$ cat config.mk
export PLATFORM = sky130hd
export DESIGN_NAME = mac_column
export DESIGN_NICKNAME = d
export VERILOG_FILES = /design/src/design/pe_pkg.sv /design/src/design/mac_column.sv
export VERILOG_INCLUDE_DIRS = /design/src /design/src/design
export SDC_FILE = /design/constraint.sdc
export NUM_CORES = 1
export LEC_CHECK = 0
export BUFFER_PORTS_ARGS = -buffer_cell sky130_fd_sc_hd__buf_4
export CAP_MARGIN = 30
export CORE_MARGIN = 5
export CORE_UTILIZATION = 58
export DETAILED_ROUTE_END_ITERATION = 8
export HOLD_SLACK_MARGIN = 0.08
export PLACE_DENSITY = 0.77
export SLEW_MARGIN = 30
export SYNTH_ARGS = -nofsm -noshare
export SYNTH_HDL_FRONTEND = slang
export SYNTH_SLANG_ARGS = --single-unit
$ cat constraint.sdc
create_clock -name i_clk -period 10.39 [get_ports i_clk]
set_input_delay 1.5585 -clock i_clk [delete_from_list [all_inputs] [get_ports i_clk]]
set_output_delay 1.5585 -clock i_clk [all_outputs]
set_load 0.01 [all_outputs]
$ cat src/design/pe_cfg.svh
// data, array, sum and shift-field width macros for the convolution tile
`ifndef PE_CFG_SVH
`define PE_CFG_SVH

// one pixel, weight, bias or result
`define PE_DATA_W 8

// rows and columns of the weight array and the patch
`define PE_DIM 6

// six 16-bit products summed in one column
`define PE_COL_SUM_W 19

// split sum with room for the bias
`define PE_ACC_W 20

// shift fields
`define PE_ROT_W 3
`define PE_PSHIFT_W 4

`endif

$ cat src/design/pe_pkg.sv
// vector types for pixels, column sums, split sums and shift fields
`include "pe_cfg.svh"

package pe_pkg;

	// pixels, weights, bias and results
	typedef logic signed [`PE_DATA_W-1:0] pixel_t;

	// one column dot product
	typedef logic signed [`PE_COL_SUM_W-1:0] col_sum_t;

	// split sum before the output shift
	typedef logic signed [`PE_ACC_W-1:0] acc_t;

	// weight rotation, 0 to 5
	typedef logic [`PE_ROT_W-1:0] rot_t;

	// arithmetic right shift of both sums
	typedef logic [`PE_PSHIFT_W-1:0] pshift_t;

endpackage

$ cat src/design/mac_column.sv
// registered six-term signed dot product of one pixel column and one weight column
`timescale 1ns/1ps
`include "pe_cfg.svh"

module mac_column (
	input  logic                         i_clk,
	input  pe_pkg::pixel_t [`PE_DIM-1:0] i_pix,
	input  pe_pkg::pixel_t [`PE_DIM-1:0] i_wgt,
	output pe_pkg::col_sum_t             o_sum
);

	import pe_pkg::*;

	localparam int DIM    = `PE_DIM;
	localparam int PROD_W = 2 * `PE_DATA_W;

	logic signed [PROD_W-1:0] prod [DIM];
	col_sum_t                 pair [DIM/2];
	col_sum_t                 quad;
	col_sum_t                 sum_next;

	always_comb begin
		for (int k = 0; k < DIM; k++) begin
			prod[k] = $signed(i_pix[k]) * $signed(i_wgt[k]);
		end
	end

	// adder tree, three pairs then two levels
	always_comb begin
		for (int i = 0; i < DIM / 2; i++) begin
			pair[i] = col_sum_t'(prod[2*i]) + col_sum_t'(prod[2*i+1]);
		end
		quad     = pair[0] + pair[1];
		sum_next = quad + pair[2];
	end

	always_ff @(posedge i_clk) begin
		o_sum <= sum_next;
	end

endmodule

---- After elaboration in Yosys (flattened, before gate mapping) ----
Index checks and enable logic that the tools add are counted.
W data, S select, Z words.
word-level totals
  register bits ........................... 19
  output and inout bits ................... 19
  word-level logic and storage cells ...... 12
cells by class
  add/subtract/negate cells ............... 5
  $mul .................................... 6
operators with widths
  kind              number
  $mul A8 B8 Y16    6
  $add A16 B16 Y17  3
  $add A18 B17 Y19  1
  $add A17 B17 Y18  1

---- Depth between registers and ports, before layout ----
  depth in word-level cells ............... 4
  depth in mapped cells ................... 27

---- Worst setup path after synthesis ----
OpenSTA, ideal clock, no wires.
  path type ............................... input to register
  start point ............................. input i_pix[23] in the netlist's numbering
  end point ............................... register o_sum[16]
  library setup time ...................... 0.123 ns
  arrival ................................. 8.277 ns
  setup slack ............................. 1.991 ns
  cell stages on the path ................. 22
  buffers on the path ..................... 1
  cells stage by stage .................... clkbuf_1 -> nand2_1 -> fa_1 -> inv_1 -> fa_1 -> inv_1 -> fa_1 -> fa_1 -> inv_1 -> fa_1 -> fa_1 -> fa_1 -> fa_1 -> inv_1 -> fa_1 -> inv_1 -> ha_1 -> a211o_1 -> o31a_1 -> a221oi_2 -> o21ai_1 -> xor2_1
between the ends
  cells in the longest elaborated chain, start to end .. 4
ends and longest elaborated chain
  element                 line              RTL
  start: declaration      mac_column.sv:7   input pe_pkg::pixel_t [`PE_DIM-1:0] i_pix,
  $mul A8 B8 Y16          mac_column.sv:24  prod[k] = $signed(i_pix[k]) * $signed(i_wgt[k]);
  $add A16 B16 Y17        mac_column.sv:31  pair[i] = col_sum_t'(prod[2*i]) + col_sum_t'(prod[2*i+1]);
  $add A17 B17 Y18        mac_column.sv:33  quad = pair[0] + pair[1];
  $add A18 B17 Y19        mac_column.sv:34  sum_next = quad + pair[2];
  named net sum_next[16]  mac_column.sv:20  col_sum_t sum_next;
  end signal: assignment  mac_column.sv:38  o_sum <= sum_next;
  end: declaration        mac_column.sv:9   output pe_pkg::col_sum_t o_sum
The timed path passes the listed nets, and every way through them passes these cells.

---- Final worst setup path ----
  start point ............................. input i_wgt[16] in the netlist's numbering
  end point ............................... register o_sum[16]
between the ends
  cells in the longest elaborated chain, start to end .. 4
ends and longest elaborated chain
  element                 line              RTL
  start: declaration      mac_column.sv:8   input pe_pkg::pixel_t [`PE_DIM-1:0] i_wgt,
  $mul A8 B8 Y16          mac_column.sv:24
  $add A16 B16 Y17        mac_column.sv:31
  $add A17 B17 Y18        mac_column.sv:33
  $add A18 B17 Y19        mac_column.sv:34
  named net sum_next[16]  mac_column.sv:20
The timed path passes the listed nets, and every way through them passes these cells.

==> results.md <==
- Critical path endpoint category: register
- CP Class: in2reg
- Synthesized Nets: 2434
- DR WL met3: 2308 um
- Largest cells by area after synthesis: fa_1 60%, inv_1 12%, ha_1 9.6%
- Synth top area share: 0.5978
- Placed cell count: 2191
- Number of global-route vias before repair: 13050
- Initial core utilization: 0.5907
- Setup violations, final: 0
- DRT antenna net count: 0
- Slowest-stage cell, CP: fa_1
- Drt first-iter violations: 684
- Final min period: 8.478 ns
- Slew Limit Fails: 0
- Row count: 62
- Worst Hold Class: in2reg
- Routed len/inst: 17.22 um
- Arrival @ worst endpoint: 8.63 ns
- Postcts setup bufs: 0
- Setup_tns: 0 ns
- Syn. warnings: 0
- RSZ-0062 raised after global routing: no
- Final count of hold timing violations: 0
- IO Count: 116
- Synthesized cell area: 17050 um2
- Buffers and inverters on the worst path: 6
- Routed met1 length: 13790 um
- Die height: 181.4 um
- Buffers on Ports: 115
- Finished Layout Cells: 2196
- Vias per inst: 5.139
- Sink Count: 19
- Period utilization: 0.8160
- DRC Markers: 0
- DR vias: 11290
- Max reg flops: 19
- Area grow syn2layout: 8.258%
- Layout cells sized above 1: 0.06737
- Synth Register Bits: 19
- Hold-fix buffers, CTS: 0
- Sequential fraction of the synthesis area: 0.02232
- Reg with most FFs: o_sum
- Clock buffer depth: 2
- Worst EP required: 10.54 ns
- Resize count post-CTS: 0
- WL final: 37820 um
- Routability cong.: 0.8725
- H-tree depth: 1
- Most used cell, CP: fa_1
- Cells after synthesis: 1697
- Crit path max fanout: 8
- Status: finished clean
- Max stage delay on crit path: 0.64 ns
- GRT Residual Overflow: 0
- Die width: 181.4 um
- Synth unique cells: 35
- Worst Tran Pin Value: 0.5506 ns
- Crit-path cells: buf_4 > nand2_1 > fa_1 > inv_1 > fa_1 > inv_1 > fa_1 > fa_1 > inv_1 > fa_1 > fa_1 > fa_1 > fa_1 > inv_1 > fa_1 > inv_1 > ha_1 > a211o_1 > o31a_1 > a221oi_2 > o21ai_1 > xor2_1
- Drt first pass iters: 5
- TritonCTS clock tree: done
- Clock transition at path regs: 0.07 ns
- Synth area leader: fa_1
- GRT Overall Usage: 0.2480
- Pin count of the biggest net entering global routing: 12
- Core box area: 28860 um2
- Max-Cap Viols: 0
- Rel. slew slack: 0.6321
- Met2 WL: 20020 um
- Fin nets: 2549
- First-pass GRT wire length: 64960 um
- Element type at the critical path start: input port
- Crit-path leading delay family: adder cells
- Hpwl dp: 35360 um
- Syn Area/Cell: 10.04 um2
- Initial antenna violation count: 1
- Root Buffer: clkbuf_16
- Top sig layer: met4
- Largest registers: o_sum (19)
- Num CTS Buffers: 3
- Max Fclk: 0.1180 GHz
- Die area: 32920 um2
-- routing by layer --
metal | global-route usage | vias up
li1 | - | 4974
met2 | 0.4304 | 368
met5 | 0 | -
met4 | 0.08736 | 0
met3 | 0.03001 | 78
met1 | 0.3255 | 5866
-- cells by family (layout without fill, tap and decap cells) --
logic type,after synthesis,count (layout),share of synthesized area
adders and majority gates,640,640,0.6940
buffers and inverters,560,674,0.1233
AOI/OAI and AO/OA,38,38,0.01644
and+or+nand+nor,411,411,0.1290
other,0,1,0
muxes,1,1,0.0005873
xor gates and xnor gates,28,28,0.01439
DFF,19,19,0.02231
-- cells in the mapped netlist --
| master | count |
|---|---|
| nand4_1 | 1 |
| nor2_1 | 18 |
| o21a_1 | 5 |
| nor3_1 | 5 |
| o31ai_1 | 1 |
| o21ai_1 | 1 |
| a31o_2 | 1 |
| a21o_1 | 4 |
| a31oi_1 | 2 |
| ha_1 | 131 |
| a221oi_2 | 1 |
| and2_1 | 215 |
| nand2_1 | 128 |
| o221ai_2 | 1 |
| o211ai_1 | 1 |
| o31a_1 | 1 |
| a211oi_1 | 2 |
| mux2i_1 | 1 |
| a221o_1 | 1 |
| a311oi_1 | 2 |
| fa_1 | 509 |
| o311a_1 | 1 |
| a2111o_1 | 1 |
| a211o_1 | 1 |
| clkbuf_1 | 5 |
| xor2_1 | 6 |
| nor2b_1 | 19 |
| xnor2_1 | 22 |
| and3_1 | 1 |
| o21ai_0 | 6 |
| dfxtp_1 | 19 |
| inv_1 | 555 |
| nand3_1 | 1 |
| a21oi_1 | 6 |
| nand2b_1 | 23 |
-- final timing paths --
kind | endpoint | depth (start not counted) | from
setup / recovery | o_sum[16] | 22 | i_wgt[16]
hold / removal | o_sum[0] | 4 | i_pix[32]
-- final cells by class --
| type | count | area [um2] |
|---|---|---|
| fillers | 2256 | 10410 |
| inverters | 555 | 2083 |
| repair buffers | 115 | 863.3 |
| well taps | 384 | 480.5 |
| flip-flops and latches | 19 | 380.4 |
| clock buffers | 3 | 75.07 |
| diodes | 1 | 2.502 |
| multi-input cells | 1118 | 14560 |
| clock inverters | 1 | 5.005 |
-- metrics by stage --
| stage | hold WS (ns) | worst slack (ns) | cell area, um2 | util |
|---|---|---|---|---|
| 2_1_floorplan | 1.863 | 1.991 | 17050 | - |
| 3_3_place_gp | 1.951 | 1.817 | 18370 | 0.6366 |
| 3_5_place_dp | 1.949 | 1.663 | 18370 | 0.6366 |
| 4_1_cts | 1.833 | 1.915 | 18450 | 0.6394 |
| 5_1_grt | 1.871 | 1.610 | 18450 | 0.6394 |
| 6_report | 1.836 | 1.912 | 18450 | 0.6394 |
-- layout by cell type (no fill, tap or decap), types with 5 or more instances in the layout --
| cell | synthesis | layout |
|---|---|---|
| ha_1 | 131 | 131 |
| xnor2_1 | 22 | 22 |
| fa_1 | 509 | 509 |
| xor2_1 | 6 | 6 |
| nand2b_1 | 23 | 23 |
| nor3_1 | 5 | 5 |
| inv_1 | 555 | 555 |
| nor2b_1 | 19 | 19 |
| o21a_1 | 5 | 5 |
| o21ai_0 | 6 | 6 |
| a21oi_1 | 6 | 6 |
| buf_4 | 0 | 115 |
| dfxtp_1 | 19 | 19 |
| nor2_1 | 18 | 18 |
| and2_1 | 215 | 215 |
| nand2_1 | 128 | 128 |
Power is left out: the tool's default activity adds up to more than one toggle a clock period on the data nets, which glitch-free logic cannot reach.
