`src/design/pe_cfg.svh`:
```
// data, array, sum and shift-field width macros for the convolution tile
`ifndef PE_CFG_SVH
`define PE_CFG_SVH

// one pixel, weight, bias or result
`define PE_DATA_W 8

// rows and columns of the weight array and the patch
`define PE_DIM 6

// six 16-bit products summed in one column
`define PE_COL_SUM_W 19

// split sum with room for the bias
`define PE_ACC_W 20

// shift fields
`define PE_ROT_W 3
`define PE_PSHIFT_W 4

`endif

```
`src/design/pe_pkg.sv`:
```
// vector types for pixels, column sums, split sums and shift fields
`include "pe_cfg.svh"

package pe_pkg;

	// pixels, weights, bias and results
	typedef logic signed [`PE_DATA_W-1:0] pixel_t;

	// one column dot product
	typedef logic signed [`PE_COL_SUM_W-1:0] col_sum_t;

	// split sum before the output shift
	typedef logic signed [`PE_ACC_W-1:0] acc_t;

	// weight rotation, 0 to 5
	typedef logic [`PE_ROT_W-1:0] rot_t;

	// arithmetic right shift of both sums
	typedef logic [`PE_PSHIFT_W-1:0] pshift_t;

endpackage

```
`src/design/psum_combine.sv`:
```
// bias register, split summing, arithmetic shift, saturation and valid pipeline
`timescale 1ns/1ps
`include "pe_cfg.svh"

module psum_combine (
	input  logic                           i_clk,
	input  logic                           i_rst,
	input  logic                           i_valid,
	input  pe_pkg::rot_t                   i_wgt_shift,
	input  pe_pkg::pshift_t                i_psum_shift,
	input  logic                           i_bias_wr_en,
	input  pe_pkg::pixel_t                 i_bias,
	input  pe_pkg::col_sum_t [`PE_DIM-1:0] i_col_sum,
	output logic                           o_valid,
	output pe_pkg::pixel_t                 o_result0,
	output pe_pkg::pixel_t                 o_result1
);

	import pe_pkg::*;

	localparam int DIM     = `PE_DIM;
	localparam int SAT_MAX = 2 ** (`PE_DATA_W - 1) - 1;
	localparam int SAT_MIN = -(2 ** (`PE_DATA_W - 1));

	pixel_t  bias_q;
	logic    valid_d;
	rot_t    wgt_shift_d;
	pshift_t psum_shift_d;
	pixel_t  bias_d;

	acc_t sum0;
	acc_t sum1;
	acc_t shifted0;
	acc_t shifted1;

	// clamp a shifted sum to the result range
	function automatic pixel_t saturate(input acc_t v);
		if (v > SAT_MAX) begin
			return pixel_t'(SAT_MAX);
		end else if (v < SAT_MIN) begin
			return pixel_t'(SAT_MIN);
		end
		return v[`PE_DATA_W-1:0];
	endfunction

	always_ff @(posedge i_clk) begin
		if (i_rst) begin
			bias_q <= '0;
		end else if (i_bias_wr_en) begin
			bias_q <= i_bias;
		end
	end

	always_ff @(posedge i_clk) begin
		if (i_rst) begin
			valid_d <= 1'b0;
		end else begin
			valid_d <= i_valid;
		end
	end

	// controls and bias travel with the patch into the column registers
	// so a bias write in the patch cycle does not reach that patch
	always_ff @(posedge i_clk) begin
		wgt_shift_d  <= i_wgt_shift;
		psum_shift_d <= i_psum_shift;
		bias_d       <= bias_q;
	end

	// columns below the rotation point go to sum0, the rest plus bias to sum1
	always_comb begin
		sum0 = '0;
		sum1 = acc_t'(bias_d);
		for (int c = 0; c < DIM; c++) begin
			if (c < int'(wgt_shift_d)) begin
				sum0 = sum0 + acc_t'(i_col_sum[c]);
			end else begin
				sum1 = sum1 + acc_t'(i_col_sum[c]);
			end
		end
	end

	assign shifted0 = sum0 >>> psum_shift_d;
	assign shifted1 = sum1 >>> psum_shift_d;

	always_ff @(posedge i_clk) begin
		if (i_rst) begin
			o_valid <= 1'b0;
		end else begin
			o_valid <= valid_d;
		end
	end

	always_ff @(posedge i_clk) begin
		o_result0 <= saturate(shifted0);
		o_result1 <= saturate(shifted1);
	end

endmodule

```
`config.mk`:
```
export PLATFORM = sky130hd
export DESIGN_NAME = psum_combine
export DESIGN_NICKNAME = d
export VERILOG_FILES = /design/src/design/pe_pkg.sv /design/src/design/psum_combine.sv
export VERILOG_INCLUDE_DIRS = /design/src /design/src/design
export SDC_FILE = /design/constraint.sdc
export NUM_CORES = 1
export LEC_CHECK = 0
export BUFFER_PORTS_ARGS = -buffer_cell sky130_fd_sc_hd__buf_2
export CELL_PAD_IN_SITES_DETAIL_PLACEMENT = 1
export CELL_PAD_IN_SITES_GLOBAL_PLACEMENT = 1
export CORE_UTILIZATION = 49
export CTS_CLUSTER_SIZE = 14
export DETAILED_ROUTE_END_ITERATION = 7
export PLACE_DENSITY_LB_ADDON = 0.15
export SLEW_MARGIN = 20
export SYNTH_ARGS = -nofsm -noshare
export SYNTH_HDL_FRONTEND = slang
export SYNTH_SLANG_ARGS = --single-unit
```
`constraint.sdc`:
```
create_clock -name i_clk -period 31.4 [get_ports i_clk]
set_clock_uncertainty 0.2 [all_clocks]
set_input_delay 6.28 -clock i_clk [delete_from_list [all_inputs] [get_ports i_clk]]
set_output_delay 6.28 -clock i_clk [all_outputs]
set_load 0.03 [all_outputs]
```
# ---- After elaboration in Yosys (flattened, before gate mapping)
# Cells that the tools add are included.
dict set report totals {
  ff_bits 41
  inputBits 133
  out_inout_bits 17
  wordCells 53
}
dict set report classes {
  add_sub_neg 11
  order_cmp 10
  shift 2
  n_mux 22
}
# operator n
set op_table {}
lappend op_table {{$mux 20} 12}
lappend op_table {{$add 20x19->20} 10}
lappend op_table {{$mux 8} 6}
lappend op_table {{$gt 20x8->1 const B} 2}
lappend op_table {{$lt 20x8->1 const B} 2}
lappend op_table {{$sshr 20x4->20} 2}
lappend op_table {{$add 8x19->20} 1}
lappend op_table {{$lt 1x3->1 const A} 2}
lappend op_table {{$lt 2x3->1 const A} 2}
lappend op_table {{$lt 3x3->1 const A} 2}
lappend op_table {{$mux 1} 4}

# ---- Longest topological paths before layout
dict set report logic_depth {
  ltp_word 17
  depth_mapped 60
  depth_no_buf 55
}

# ---- Worst setup path after synthesis
# Ideal clock, no wire load.
dict set report synth_path {
  path_type {input port to flip-flop}
  from {input i_col_sum[0] in the netlist's numbering}
  to {register o_result1[6]}
  setup_time_ps 88
  arrival_time_ps 15651
  required_ps 31112
  slack_ps 15461
  stages 52
  n_path_buf 0
  path_cell_list {ha_1 fa_1 a21o_1 a21o_1 a21o_1 a21oi_1 o21bai_1 a21oi_1 o21bai_1 a21oi_1 o21ai_0 xnor2_1 o21ai_0 ha_1 a21oi_1 o21ai_0 xnor2_1 o21ai_0 [16 not listed] nand3_1 xnor2_1 o21ai_0 ha_1 a2111o_1 o22ai_2 inv_1 a311oi_1 o311a_1 a21oi_1 nand2b_1 nand2_1 nor2_2 a31oi_1 or3b_4 o41ai_4 inv_2 a311oi_2}
}
dict set report synth_between {
  elab_chain_cells 17
  elab_cells_between_ends 19
  classes_between {add/sub (6); order compare (2); shift (1); mux (10)}
}
# element line
set synth_rtl {}
lappend synth_rtl {{from (decl)} psum_combine.sv:13} ;# input pe_pkg::col_sum_t [`PE_DIM-1:0] i_col_sum,
lappend synth_rtl {{$add 8x19->20 *} psum_combine.sv:78} ;# sum1 = sum1 + acc_t'(i_col_sum[c]);
lappend synth_rtl {{$mux 20 *} psum_combine.sv:75} ;# if (c < int'(wgt_shift_d)) begin
lappend synth_rtl {{$add 20x19->20} psum_combine.sv:78}
lappend synth_rtl {{$mux 20 *} psum_combine.sv:75}
lappend synth_rtl {{$add 20x19->20} psum_combine.sv:78}
lappend synth_rtl {{$mux 20 *} psum_combine.sv:75}
lappend synth_rtl {{$add 20x19->20} psum_combine.sv:78}
lappend synth_rtl {{$mux 20 *} psum_combine.sv:75}
lappend synth_rtl {{$add 20x19->20} psum_combine.sv:78}
lappend synth_rtl {{$mux 20 *} psum_combine.sv:75}
lappend synth_rtl {{$add 20x19->20} psum_combine.sv:78}
lappend synth_rtl {{$mux 20 *} psum_combine.sv:75}
lappend synth_rtl {{$sshr 20x4->20 *} psum_combine.sv:84} ;# assign shifted1 = sum1 >>> psum_shift_d;
lappend synth_rtl {{$lt 20x8->1} psum_combine.sv:40} ;# end else if (v < SAT_MIN) begin
lappend synth_rtl {{$mux 1} psum_combine.sv:40}
lappend synth_rtl {{$mux 1} psum_combine.sv:38} ;# if (v > SAT_MAX) begin
lappend synth_rtl {{$mux 8 *} psum_combine.sv:43} ;# return v[`PE_DATA_W-1:0];
lappend synth_rtl {{to (signal assigned)} psum_combine.sv:96} ;# o_result1 <= saturate(shifted1);
lappend synth_rtl {{to (decl)} psum_combine.sv:16} ;# output pe_pkg::pixel_t o_result1
# Mark *: on every way between the ends. The rest lies on a longest branch, timed or not.
# A chain may end at the register's enable or synchronous reset.

# ---- Worst setup path in the final report
dict set report layout_path {
  from {input i_col_sum[0] in the netlist's numbering}
  to {register o_result1[7]}
}
# The elaborated chain is that of the path after synthesis.

==> impl_results.md <==
* Outcome: completed
* DRT antenna net count at 0
* DRT Pass-1 Iters at 5
* CTS Root Cell: clkbuf_16
* Worst path max stage delay at 0.53 ns
* F_max at 53.5 MHz
* WP data arrival at 18.66 ns
* Slew HR at 25.3%
* Vias in the first global route at 19,100
* Synthesis-to-layout area growth at 7.34%
* Final Setup Violations at 0
* Post-synth top flop: dfxtp_1
* Buf/Inv on CP at 2
* Rows at 67
* Worst Tran Pin Value at 1.12 ns
* Final hold violations at 0
* Final GP Congestion at 1.00
* Die area at 0.0347 mm^2
* Clk slew on worst S/H paths at 0.07 ns
* Num CTS Buffers at 5
* CTS HTree Levels at 2
* Hold buffers post-CTS at 0
* Initial antenna violation count at 1
* Post-synth EDFFs at 0
* Final Cycle Share at 59.5%
* Post-CTS Resized at 0
* Fin util at 53.4%
* HPWL Detailed at 58,700 um
* IO Pins at 150
* Max VDD drop at 0.0546 mV
* Routed WL at 71,500 um
* CP Depth at 53
* Die height at 186 um
* Chip Width at 186 um
* Synthesized area at 0.0166 mm^2
* Yosys reg bits at 41
* Largest net degree at the start of global routing at 56
* Tmin final at 18.68 ns
* CTS max path bufs at 2
* Global-route wire length before repair at 107,000 um
* Setup_tns at 0 ns
* Clk sink count at 41
* Crit path top cell by count: o21ai_0
* Hold Path Stages at 0
* Max FO, Critical Path at 7
* Number of cells on the worst reg-to-reg path at 47
* Nets at 2,862
* Critical Path Sink Type: register
* Mapped Cells at 2,442
* Gr usage total at 39.7%
* CP Launch Type: input pin
* Routed WL per cell at 24.2 um
* Max-cap violations at 0
* Fraction of registers with async set/reset at 0%
* Remaining Overflow, GRT at 0
* Leakage power at 8.04 nW
* Later-pin clock latency in the skew report at 0.28 ns
* Yosys warning total at 0
* CTS tree: built
* Port Buf Inserts at 149
* Netlist cell types at 99
* Post-DR vias/cell at 6.76
* CP required at 31.38 ns
* Power density over the cells at 72.5 mW/mm^2
* Kind of critical path: input pin to register
* Max-slew violation count at 0
* Share of cells above drive strength 1 at 10.5%
* Drc violations at 0
* CP max-delay cell: ha_1
* Unrepaired setup endpoints after global routing: no
* Syn Nets at 2,796
* Vias at 20,000
* Share of the yosys chip area belonging to registers at 4.93%
* CP delay by family, top: compound AO/OA/AOI/OAI gates
* Hold Crit Class: register to register
* Antenna cells at 0
* Initial Utilization at 49.8%
* Core Region at 0.0334 mm^2
* Syn_area_per_cell at 6.81 um^2
* Post-CTS Setup Bufs at 0
* DRT iter0 DRCs at 1,837
[stage by stage]
stage	total power, mW	hold slack [ns]	setup WS, ns	instances	instance area, um^2
after floorplan	0.876	0.130	15.46	2442	16600
after global placement	1.16	0.137	13.16	2949	17700
after detailed placement	1.19	0.139	12.85	2949	17700
after CTS	1.26	0.154	13.10	2957	17900
after global routing	1.38	0.164	11.97	2957	17900
final	1.30	0.147	12.72	2957	17900
[layout make-up]
cell class              instances  area (um^2)
well taps                     448          561
inverters                     109          409
clock inverters                 2         38.8
fillers                      4530        15600
repair buffers                172          918
multi-input cells            2179        15000
clock buffers                   6          129
flip-flops and latches         41          823
[cell usage in the layout (no fill, tap or decap), types with 60 or more instances in the layout]
master | Yosys | final
a21oi_1 | 218 | 218
nand2_1 | 241 | 241
inv_1 | 106 | 106
a21o_1 | 60 | 60
nand3_1 | 72 | 72
ha_1 | 210 | 210
o21ai_0 | 222 | 222
buf_2 | 3 | 149
nor2_1 | 221 | 219
xnor2_1 | 73 | 73
[worst paths after layout]
path	slack, ns	from	end
min	0.15	bias_q[4]	bias_d[4]
min reg2reg	0.15	bias_q[4]	bias_d[4]
max	12.72	i_col_sum[0]	o_result1[7]
max reg2reg	17.34	wgt_shift_d[0]	o_result0[1]
[synth_stat cells (41+ instances only)]
| master | instances | area share, % |
|---|---|---|
| nand2_1 | 241 | 5.4 |
| o21ai_0 | 222 | 6.7 |
| nor2_1 | 221 | 5.0 |
| a21oi_1 | 218 | 6.6 |
| ha_1 | 210 | 16 |
| inv_1 | 106 | 2.4 |
| clkbuf_1 | 97 | 2.2 |
| xnor2_1 | 73 | 3.8 |
| nand3_1 | 72 | 2.2 |
| a21o_1 | 60 | 2.7 |
| nor3_1 | 57 | 1.7 |
| mux2i_1 | 55 | 3.3 |
| o21a_1 | 53 | 2.4 |
| xor2_1 | 53 | 2.8 |
| a211oi_1 | 44 | 2.0 |
| o31ai_1 | 42 | 1.9 |
| dfxtp_1 | 41 | 4.9 |
[cell families (layout without fill, tap and decap cells)]
family | Yosys count | count (layout) | share of synthesized area [%]
XOR/XNOR | 129 | 129 | 6.96
flip-flops | 41 | 41 | 4.93
buffers and inverters | 222 | 289 | 5.10
AO/OA/AOI/OAI | 908 | 908 | 36.0
AND/OR/NAND/NOR | 834 | 834 | 23.9
multiplexers | 87 | 87 | 6.01
adder cells (fa/ha/maj) | 221 | 221 | 17.1
[routing by layer]
metal  track usage [%]  part of all wire [%]
met2              64.3                    44
met1              54.9                    45
met4              11.0                   3.0
met5                 0                 0.018
met3              5.24                   7.9
[state kept, by name, indices dropped and copies added (netlist names)]
register      count
o_result0         8
bias_d            8
wgt_shift_d       3
valid_d           1
bias_q            8
o_valid           1
o_result1         8
psum_shift_d      4
[report_power, final]
group	internal, mW	switching [mW]	leakage (nW)
registers	0.0658	0.00613	0.343
logic	0.425	0.738	7.61
clock network	0.0377	0.0222	0.0810
total	0.529	0.766	8.04
Power figures use the tool's default switching activity.
