**src/design/pe_cfg.svh**
```systemverilog
// data, array, sum and shift-field width macros for the convolution tile
`ifndef PE_CFG_SVH
`define PE_CFG_SVH

// one pixel, weight, bias or result
`define PE_DATA_W 8

// rows and columns of the weight array and the patch
`define PE_DIM 6

// six 16-bit products summed in one column
`define PE_COL_SUM_W 19

// split sum with room for the bias
`define PE_ACC_W 20

// shift fields
`define PE_ROT_W 3
`define PE_PSHIFT_W 4

`endif

```
**src/design/pe_pkg.sv**
```systemverilog
// vector types for pixels, column sums, split sums and shift fields
`include "pe_cfg.svh"

package pe_pkg;

	// pixels, weights, bias and results
	typedef logic signed [`PE_DATA_W-1:0] pixel_t;

	// one column dot product
	typedef logic signed [`PE_COL_SUM_W-1:0] col_sum_t;

	// split sum before the output shift
	typedef logic signed [`PE_ACC_W-1:0] acc_t;

	// weight rotation, 0 to 5
	typedef logic [`PE_ROT_W-1:0] rot_t;

	// arithmetic right shift of both sums
	typedef logic [`PE_PSHIFT_W-1:0] pshift_t;

endpackage

```
**src/design/wgt_bank.sv**
```systemverilog
// weight register bank with per-row rotation and transposition to columns
`timescale 1ns/1ps
`include "pe_cfg.svh"

module wgt_bank (
	input  logic                                     i_clk,
	input  logic                                     i_rst,
	input  logic                                     i_wr_en,
	input  pe_pkg::rot_t                             i_wr_row,
	input  pe_pkg::pixel_t [`PE_DIM-1:0]             i_wr_data,
	input  pe_pkg::rot_t                             i_wgt_shift,
	output pe_pkg::pixel_t [`PE_DIM-1:0][`PE_DIM-1:0] o_wgt_col
);

	import pe_pkg::*;

	localparam int DIM = `PE_DIM;

	pixel_t [DIM-1:0] wgt_q   [DIM];
	pixel_t [DIM-1:0] rot_row [DIM];

	// position k of a rotated row takes element (k - s) mod 6
	function automatic int src_idx(input int k, input rot_t s);
		return (k + 2 * DIM - int'(s)) % DIM;
	endfunction

	// one row per write, rows 6 and 7 are not stored
	always_ff @(posedge i_clk) begin
		if (i_rst) begin
			for (int r = 0; r < DIM; r++) begin
				wgt_q[r] <= '0;
			end
		end else if (i_wr_en && (int'(i_wr_row) < DIM)) begin
			wgt_q[i_wr_row] <= i_wr_data;
		end
	end

	always_comb begin
		for (int r = 0; r < DIM; r++) begin
			for (int k = 0; k < DIM; k++) begin
				rot_row[r][k] = wgt_q[r][src_idx(k, i_wgt_shift)];
			end
		end
	end

	// column c gathers element c of every rotated row
	genvar gc, gr;
	generate
		for (gc = 0; gc < DIM; gc++) begin : g_col
			for (gr = 0; gr < DIM; gr++) begin : g_row
				assign o_wgt_col[gc][gr] = rot_row[gr][gc];
			end
		end
	endgenerate

endmodule

```
**config.mk**
```make
export PLATFORM = sky130hd
export DESIGN_NAME = wgt_bank
export DESIGN_NICKNAME = d
export VERILOG_FILES = /design/src/design/pe_pkg.sv /design/src/design/wgt_bank.sv
export VERILOG_INCLUDE_DIRS = /design/src /design/src/design
export SDC_FILE = /design/constraint.sdc
export NUM_CORES = 1
export LEC_CHECK = 0
export BUFFER_PORTS_ARGS = -buffer_cell sky130_fd_sc_hd__buf_2
export CAP_MARGIN = 20
export CORE_MARGIN = 10
export CORE_UTILIZATION = 40
export CTS_BUF_LIST = sky130_fd_sc_hd__clkbuf_8
export CTS_CLUSTER_DIAMETER = 100
export DETAILED_ROUTE_END_ITERATION = 10
export HOLD_SLACK_MARGIN = 0.02
export SYNTH_ARGS = -nofsm -noshare
export SYNTH_HDL_FRONTEND = slang
export SYNTH_SLANG_ARGS = --single-unit
```
**constraint.sdc**
```tcl
create_clock -name i_clk -period 8.4 [get_ports i_clk]
set_input_delay 1.26 -clock i_clk [delete_from_list [all_inputs] [get_ports i_clk]]
set_output_delay 1.26 -clock i_clk [all_outputs]
set_load 0.005 [all_outputs]
```
======== Word level (Yosys, flattened, before mapping) ========
Memory sizes are Yosys's and may differ from the RTL's.
Cells that the tools add are included.
Widths: inputs -> output; s select.
storage, ports and cells
  register bits after elaboration ......... 0
  bits in writable memories ............... 288
  bits of input ports ..................... 57
  output and inout bits ................... 288
  word-level logic and storage cells ...... 138
  memories kept ........................... 1
memory list
  memory  depth  width  rd ports  clocked after Yosys merged registers in  write ports  RTL line        RTL
  wgt_q   6      48     6         0                                        6            wgt_bank.sv:19  pixel_t [DIM-1:0] wgt_q [DIM];
operators by class
  add/subtract/negate cells ............... 6
  divide/modulo/power cells ............... 6
  order comparisons ....................... 7
  muxes and demuxes ....................... 116
  reductions and logical operators ........ 2
operators by type and width
  cell                   count
  $bmux 8 s3             36
  $mux 8                 72
  $lt 32x5->1 const B    6
  $mod 32x4->32 const B  6
  $mux 48                1
  $reduce_or 48->1       1
  $sub 4x3->5 const A    4
  $sub 5x3->6 const A    2
  $mux 1                 6
  $lt 3x3->1 const B     1
  $mux 3                 1
  $logic_and 1x1->1      1

======== Logic depth before layout (Yosys ltp) ========
Gate-level depths: netlist (run 1).
  depth after elaboration ................. 7
  mapped depth ............................ 18
  depth with buffers taken out ............ 11

======== Least setup slack after synthesis (run 1) ========
Ideal clock, no wire load.
  path type ............................... input-to-output
  start ................................... input i_wgt_shift[0]
  end ..................................... output o_wgt_col[38] in the netlist's numbering
  arrival time ............................ 4.778 ns
  data required time ...................... 7.140 ns
  setup slack ............................. 2.362 ns
  stages on the path ...................... 18
  buffers on the path ..................... 8
  cells stage by stage .................... buf_2 buf_2 buf_1 buf_2 inv_1 ha_1 ha_1 buf_6 buf_2 inv_1 ha_1 or3b_1 a21boi_0 or3_1 buf_2 buf_2 o22ai_1 o22ai_1
RTL lines
  what             RTL line        RTL
  start, declared  wgt_bank.sv:11  input pe_pkg::rot_t i_wgt_shift,
  end, declared    wgt_bank.sv:12  output pe_pkg::pixel_t [`PE_DIM-1:0][`PE_DIM-1:0] o_wgt_col

==> key figures, run 1 <==
Floorplanning
  • Initial Utilization: 40.5%
  • Core ar.: 52,700 sq um
  • Die Width: approximately 250 um
  • Die Y: around 250 um
  • Io pins: 345
  • Row count: 84
  • Die ar.: 62,900 sq um

Synth
  • Synth Area per Inst: between 8 and 9 sq um
  • Cell variety after synth: 52
  • EDFF count, synth: ~290
  • Synth top area share: just over 40%
  • Synth warn: 0
  • Post-Syn Area: approximately 21,000 sq um
  • Leading area contributor after synthesis: edfxtp_1
  • Cells after synthesis: approximately 2,400
  • Async SR Flop Fraction: 0%
  • Main synth FF type: edfxtp_1
  • Synth top area cells: edfxtp_1 (41%), mux2i_1 (9.4%), mux2_2 (7.3%), nor2_1 (6.0%), nand3_1 (4.4%)
  • Seq/Total Area, Yosys: about two fifths
  • Post-synth net total: approximately 2,500
  • Synth Register Bits: between 200 and 300

Routing
  • Vias per inst: roughly 6.4
  • Drt drc: 0
  • DR iter-0 viols: between 2,000 and 3,000
  • DRT Pass-1 Iters: 6
  • Final WL: roughly 95 mm
  • Routed len/inst: about 29 um
  • Vias: roughly 21,000
  • DRT antenna net count: 0

Clock tree
  • TritonCTS Buffers: 50
  • Hold-fix buffers at CTS: 0
  • TritonCTS clock tree: yes
  • H-tree depth: 2
  • CTS clk-pin slew, worst paths: roughly 0.060 ns
  • Cts repair resizes: 0
  • Root Driver: clkbuf_8
  • Clock Tree Buf Depth: 3
  • Clock sinks: approximately 290
  • Postcts setup bufs: 0

STA
  • Fmax: around 0.15 GHz
  • Fin crit share: about four fifths
  • Slew HR: between 20% and 30%
  • Final Hold Fails: 0
  • TNS Setup: 0 ns
  • Minimum clock period: 6.55 ns
  • Final Setup Violations: 0
  • RSZ-0062 raised after global routing: no
  • Worst-Margin Slew: approximately 1.2 ns
  • Fin. max-slew vios: 0

Global routing
  • Antenna violations before repair: 7
  • Global-route wire length before repair: around 140 mm
  • Pin count of the biggest net entering global routing: roughly 150
  • GRT Total Usage: 28.4%
  • Vias in the first global route: between 20,000 and 25,000
  • Congestion Overflow GR: 0

Critical path
  • CP cell instances: buf_8 -> inv_1 -> ha_1 -> ha_1 -> buf_4 -> xnor2_1 -> a211oi_1 -> a221o_2 -> buf_4 -> nand3_1 -> nand3_1 -> buf_2
  • CP Buf/Inv Count: 5
  • Worst path required time: 7.14 ns
  • CP Capture Type: output port
  • Critical Path Fanout Max: 51
  • Top delay family on crit path: buffers and inverters
  • Critical Path AT: 5.29 ns
  • CP Launch Type: input pin
  • Worst path slowest cell: a221o_2
  • WS Path Type: in2out
  • CP max stage delay: between 0.7 and 0.8 ns

Layout
  • Layout area overhead: 14.6%
  • Regs by FF count: wgt_q (288)
  • Max reg flops: around 290
  • Largest Register: wgt_q
  • Area taken by multi-input logic gates: about 11,000 sq um
  • Fin area: about 24,000 sq um
  • Nets@finish: about 2,700
  • Reg area: roughly 8600 sq um
  • # fillers: roughly 5,100
  • Share of layout cells above drive strength 1: around 25%

Placement
  • Port bufs: 344
  • GP Congestion: between 0.9 and 1
  • Post-DP HPWL: ~64 mm
  • Placed inst area: around 23,000 sq um

Job
  • Max Cap Viol: 0

Status
  • Status: finished, final reports clean

Power
  • Peak VDD IR: a little under 0.0001 V
  • Lkg Pwr: 0.0100 uW
  • PwrDens: approximately 190 nW/um^2

Min path
  • HP Class: in2reg
-- cells in the mapped netlist (2+ instances only) --
cell and number:
a21oi_1 51, buf_4 3, mux2_2 139, a22o_1 2
edfxtp_1 288, a31o_2 41, nand2_1 141, nor2b_1 51
nor2_1 338, o21ai_0 143, o311ai_0 24, or2_2 3
nand4_1 50, ha_1 12, buf_6 4, clkbuf_1 144
a21o_1 2, o311ai_1 15, mux2i_1 200, o22ai_1 142
o21ai_2 2, o211ai_1 57, or3_1 8, buf_1 29
a221oi_1 48, nand2b_1 49, nand3_1 186, buf_2 55
inv_1 144
-- cell families after synthesis --
| family | share of synthesized area (%) |
|---|---|
| AOI/OAI and AO/OA | 16.8 |
| xor gates and xnor gates | 0.117 |
| adders and majority gates | 0.757 |
| buffers and inverters | 7.19 |
| DFF | 40.6 |
| muxes | 16.8 |
| and+or+nand+nor | 17.7 |
-- per-stage QoR --
stage               setup WS [ns]  cells  total power [uW]  hold WS, ns  utilization [%]
global placement             1.94   3229              3300         1.82             44.5
detailed placement           1.71   3229              3330         1.83             44.5
floorplan                    2.36   2394              2640         1.52                -
global route                 1.66   3326              4720         1.22             46.4
CTS                          1.70   3317              4510         1.21             46.2
finish                       1.85   3326              4540         1.23             46.4
-- report_power, final --
group	internal (uW)	total, uW	switching [uW]
logic	573	1610	1040
registers	1680	1730	54.5
clock network	608	1190	585
-- area by class of cell --
type	count	area share [%]
clock buffers	53	2.99
diodes	4	0.0410
inverters	144	2.21
well taps	688	3.52
repair buffers	387	8.96
multi-input cells	1727	46.2
flip-flops and latches	288	35.4
clock inverters	35	0.676
-- placed cells by master (no fill, tap or decap), types with 49 or more instances in the layout --
cell	n
buf_2	343
nor2_1	336
edfxtp_1	288
mux2i_1	199
nand3_1	184
inv_1	161
o21ai_0	143
o22ai_1	142
nand2_1	141
mux2_2	138
o211ai_1	57
clkbuf_8	53
nor2b_1	51
nand4_1	50
a21oi_1	49
-- layer usage --
layer	GRT usage [%]	vias up	wire [um]
met3	5.92	281	10600
met5	0	-	18
li1	-	9217	-
met4	14.5	2	4890
met2	44.3	1520	42900
met1	36.7	10381	36900
-- tightest hold or removal path: stages --
cell	delay, ns
buf_2	0.14
nand3_2	0.19
nor2_1	0.06
-- path summary, 6_finish.rpt --
kind / start / end / slack, ns / cells past startpoint
setup / recovery: i_wgt_shift[0] / o_wgt_col[219] / 1.85 / 12
hold / removal: i_wr_row[0] / wgt_q[1][22] / 1.23 / 3
Note: power is estimated with default switching activity, not from simulation.
==> inputs of run 2 (changes only) <==
==> constraint.sdc (replaced) <==
create_clock -name i_clk -period 5.42 [get_ports i_clk]
set_input_delay 0.813 -clock i_clk [delete_from_list [all_inputs] [get_ports i_clk]]
set_output_delay 0.813 -clock i_clk [all_outputs]
set_load 0.005 [all_outputs]
==> run 2 against run 1 <==
Compared with the run above:
- clock-buffer cell count unchanged
- non-clock buffer count up 27
- sequential share of layout area down 0.29 points
- critical path depth unchanged
- critical path type unchanged
==> key figures, run 2 (synthesized netlist as in run 1, its figures left out) <==
Clock tree
  • Hold-fix buffers at CTS: 0 (unchanged)
  • Cts repair resizes: 0 (unchanged)
  • H-tree depth: 2 (unchanged)
  • Postcts setup bufs: 0 (unchanged)
  • Clock Tree Buf Depth: 3 (unchanged)
  • TritonCTS clock tree: yes (unchanged)
  • TritonCTS Buffers: 50 (unchanged)
  • CTS clk-pin slew, worst paths: 0.06 ns (about the same)
  • Root Driver: clkbuf_8 (unchanged)
  • Clock sinks: 288 (unchanged)

STA
  • Final Hold Fails: 0 (unchanged)
  • Fin crit share: roughly 92%
  • Final worst setup slack: 0.427 ns (was 1.85 ns)
  • Fin. max-slew vios: 0 (unchanged)
  • Minimum clock period: approximately 5 ns
  • Final Setup Violations: 0 (unchanged)
  • Fmax: approximately 0.20 GHz
  • Slew HR: 26.7% (was 21.9%)
  • RSZ-0062 raised after global routing: no (unchanged)
  • Worst-Margin Slew: 1.10 ns (was 1.17 ns)
  • TNS Setup: 0 ns (unchanged)

Placement
  • Pre-CTS setup slack: 0.526 ns (was 1.71 ns)
  • Port bufs: 344 (unchanged)
  • Dpl cells: 3,259 (was 3,229)
  • Placed inst area: 23,700 sq um (was 23,400 sq um)
  • GP Congestion: 0.929 (was 0.942)
  • Post-DP HPWL: 65.4 mm (was 64.2 mm)

Critical path
  • CP Capture Type: output port (unchanged)
  • Critical Path AT: 4.18 ns (was 5.29 ns)
  • CP max stage delay: 0.87 ns (was 0.77 ns)
  • CP Launch Type: input pin (unchanged)
  • Critical Path Fanout Max: 34 (was 51)
  • CP Buf/Inv Count: 5 (unchanged)
  • Worst path required time: 4.61 ns (was 7.14 ns)
  • CP cell instances: buf_2 -> inv_1 -> ha_1 -> ha_1 -> buf_4 -> xnor2_1 -> a211oi_1 -> a221o_2 -> buf_4 -> nand3_1 -> nand3_1 -> buf_2 (was buf_8 -> inv_1 -> ha_1 -> ha_1 -> buf_4 -> xnor2_1 -> a211oi_1 -> a221o_2 -> buf_4 -> nand3_1 -> nand3_1 -> buf_2)
  • WS Path Type: in2out (unchanged)
  • Worst path slowest cell: a221o_2 (unchanged)
  • Top delay family on crit path: compound AO/OA/AOI/OAI gates (was buffers and inverters)

Min path
  • HP Class: in2reg (unchanged)

Layout
  • Nets@finish: 2,694 (was 2,667)
  • Reg area: 8650 sq um (unchanged)
  • # fillers: 5,075 (was 5,058)
  • Max reg flops: 288 (unchanged)
  • Most common cell after layout, fill and taps aside: buf_2 (unchanged)
  • Largest Register: wgt_q (unchanged)
  • Most frequent cells in the layout: buf_2 (343), nor2_1 (336), edfxtp_1 (288), mux2i_1 (199), nand3_1 (184) (unchanged)
  • Layout area overhead: 15.6% (was 14.6%)
  • Non-Filler Instances: 3,356 (was 3,326)
  • Share of layout cells above drive strength 1: 25.8% (was 25.1%)
  • Fin area: 24,600 sq um (was 24,400 sq um)
  • Regs by FF count: wgt_q (288) (unchanged)
  • Area taken by multi-input logic gates: 11,300 sq um (unchanged)

Floorplanning
  • Die Width: 251 um (unchanged)
  • Initial Utilization: 40.5% (unchanged)
  • Io pins: 345 (unchanged)
  • Die ar.: 62,900 sq um (unchanged)
  • Core ar.: 52,700 sq um (unchanged)
  • Die Y: 251 um (unchanged)
  • Row count: 84 (unchanged)

Status
  • Status: finished, final reports clean (unchanged)

Power
  • Lkg Pwr: 0.0101 uW (was 0.0100 uW)
  • Peak VDD IR: 0.000182 V (was 0.0000983 V)
  • PwrDens: 288 nW/um^2 (was 186 nW/um^2)

Global routing
  • Congestion Overflow GR: 0 (unchanged)
  • Antenna violations before repair: 9 (was 7)
  • GRT Total Usage: 28.8% (was 28.4%)
  • Vias in the first global route: 20,306 (was 20,030)
  • Pin count of the biggest net entering global routing: 169 (was 153)
  • Global-route wire length before repair: 137 mm (was 135 mm)

Routing
  • DRT antenna net count: 0 (unchanged)
  • Vias: 21,535 (was 21,401)
  • Drt drc: 0 (unchanged)
  • DR iter-0 viols: 3,184 (was 2,939)
  • Vias per inst: 6.42 (was 6.43)
  • Routed len/inst: 28.7 um (about the same)
  • DRT Pass-1 Iters: 6 (unchanged)
  • Final WL: 96.2 mm (was 95.3 mm)

Job
  • Max Cap Viol: 0 (unchanged)
[run 2: cell types whose count changed in the layout (fill, tap and decap cells not counted)]
cell,before,now
buf_4,34,61
clkinv_1,11,14
clkinv_2,6,4
diode_2,4,6
buf_12,6,7
buf_16,3,2
[run 2: path summary, 6_finish.rpt]
check	endpoint	cells past startpoint	slack [ns]	startpoint
max	o_wgt_col[210]	12	0.43	i_wgt_shift[1]
min	wgt_q[3][47]	2	0.84	i_rst
[run 2: cell type report]
| cell class | count | area share [%] |
|---|---|---|
| well taps | 688 | 3.49 |
| clock inverters | 36 | 0.675 |
| flip-flops and latches | 288 | 35.1 |
| repair buffers | 414 | 9.68 |
| inverters | 144 | 2.19 |
| clock buffers | 53 | 2.96 |
| diodes | 6 | 0.0609 |
| multi-input cells | 1727 | 45.8 |
[run 2: metal layers]
layer | vias to the layer above | GRT usage [%] | part of all wire [%]
met1 | 10389 | 37.2 | 39
met2 | 1595 | 45.1 | 45
li1 | 9271 | - | -
met4 | 2 | 13.0 | 4.6
met5 | - | 0 | 0.014
met3 | 278 | 6.77 | 11
[run 2: where the power goes]
part / internal (uW) / switching (uW)
Clock: 942 / 909
Sequential: 2600 / 82.1
Combinational: 917 / 1650
Total: 4460 / 2640
[run 2: stage by stage]
stage	utilization (%)	hold slack [ns]	total power [uW]
finish	46.8	0.838	7100
global route	46.8	0.832	7380
CTS	46.7	0.798	7050
detailed placement	45.0	1.41	5230
global placement	45.0	1.39	5200
floorplan	-	1.07	4090
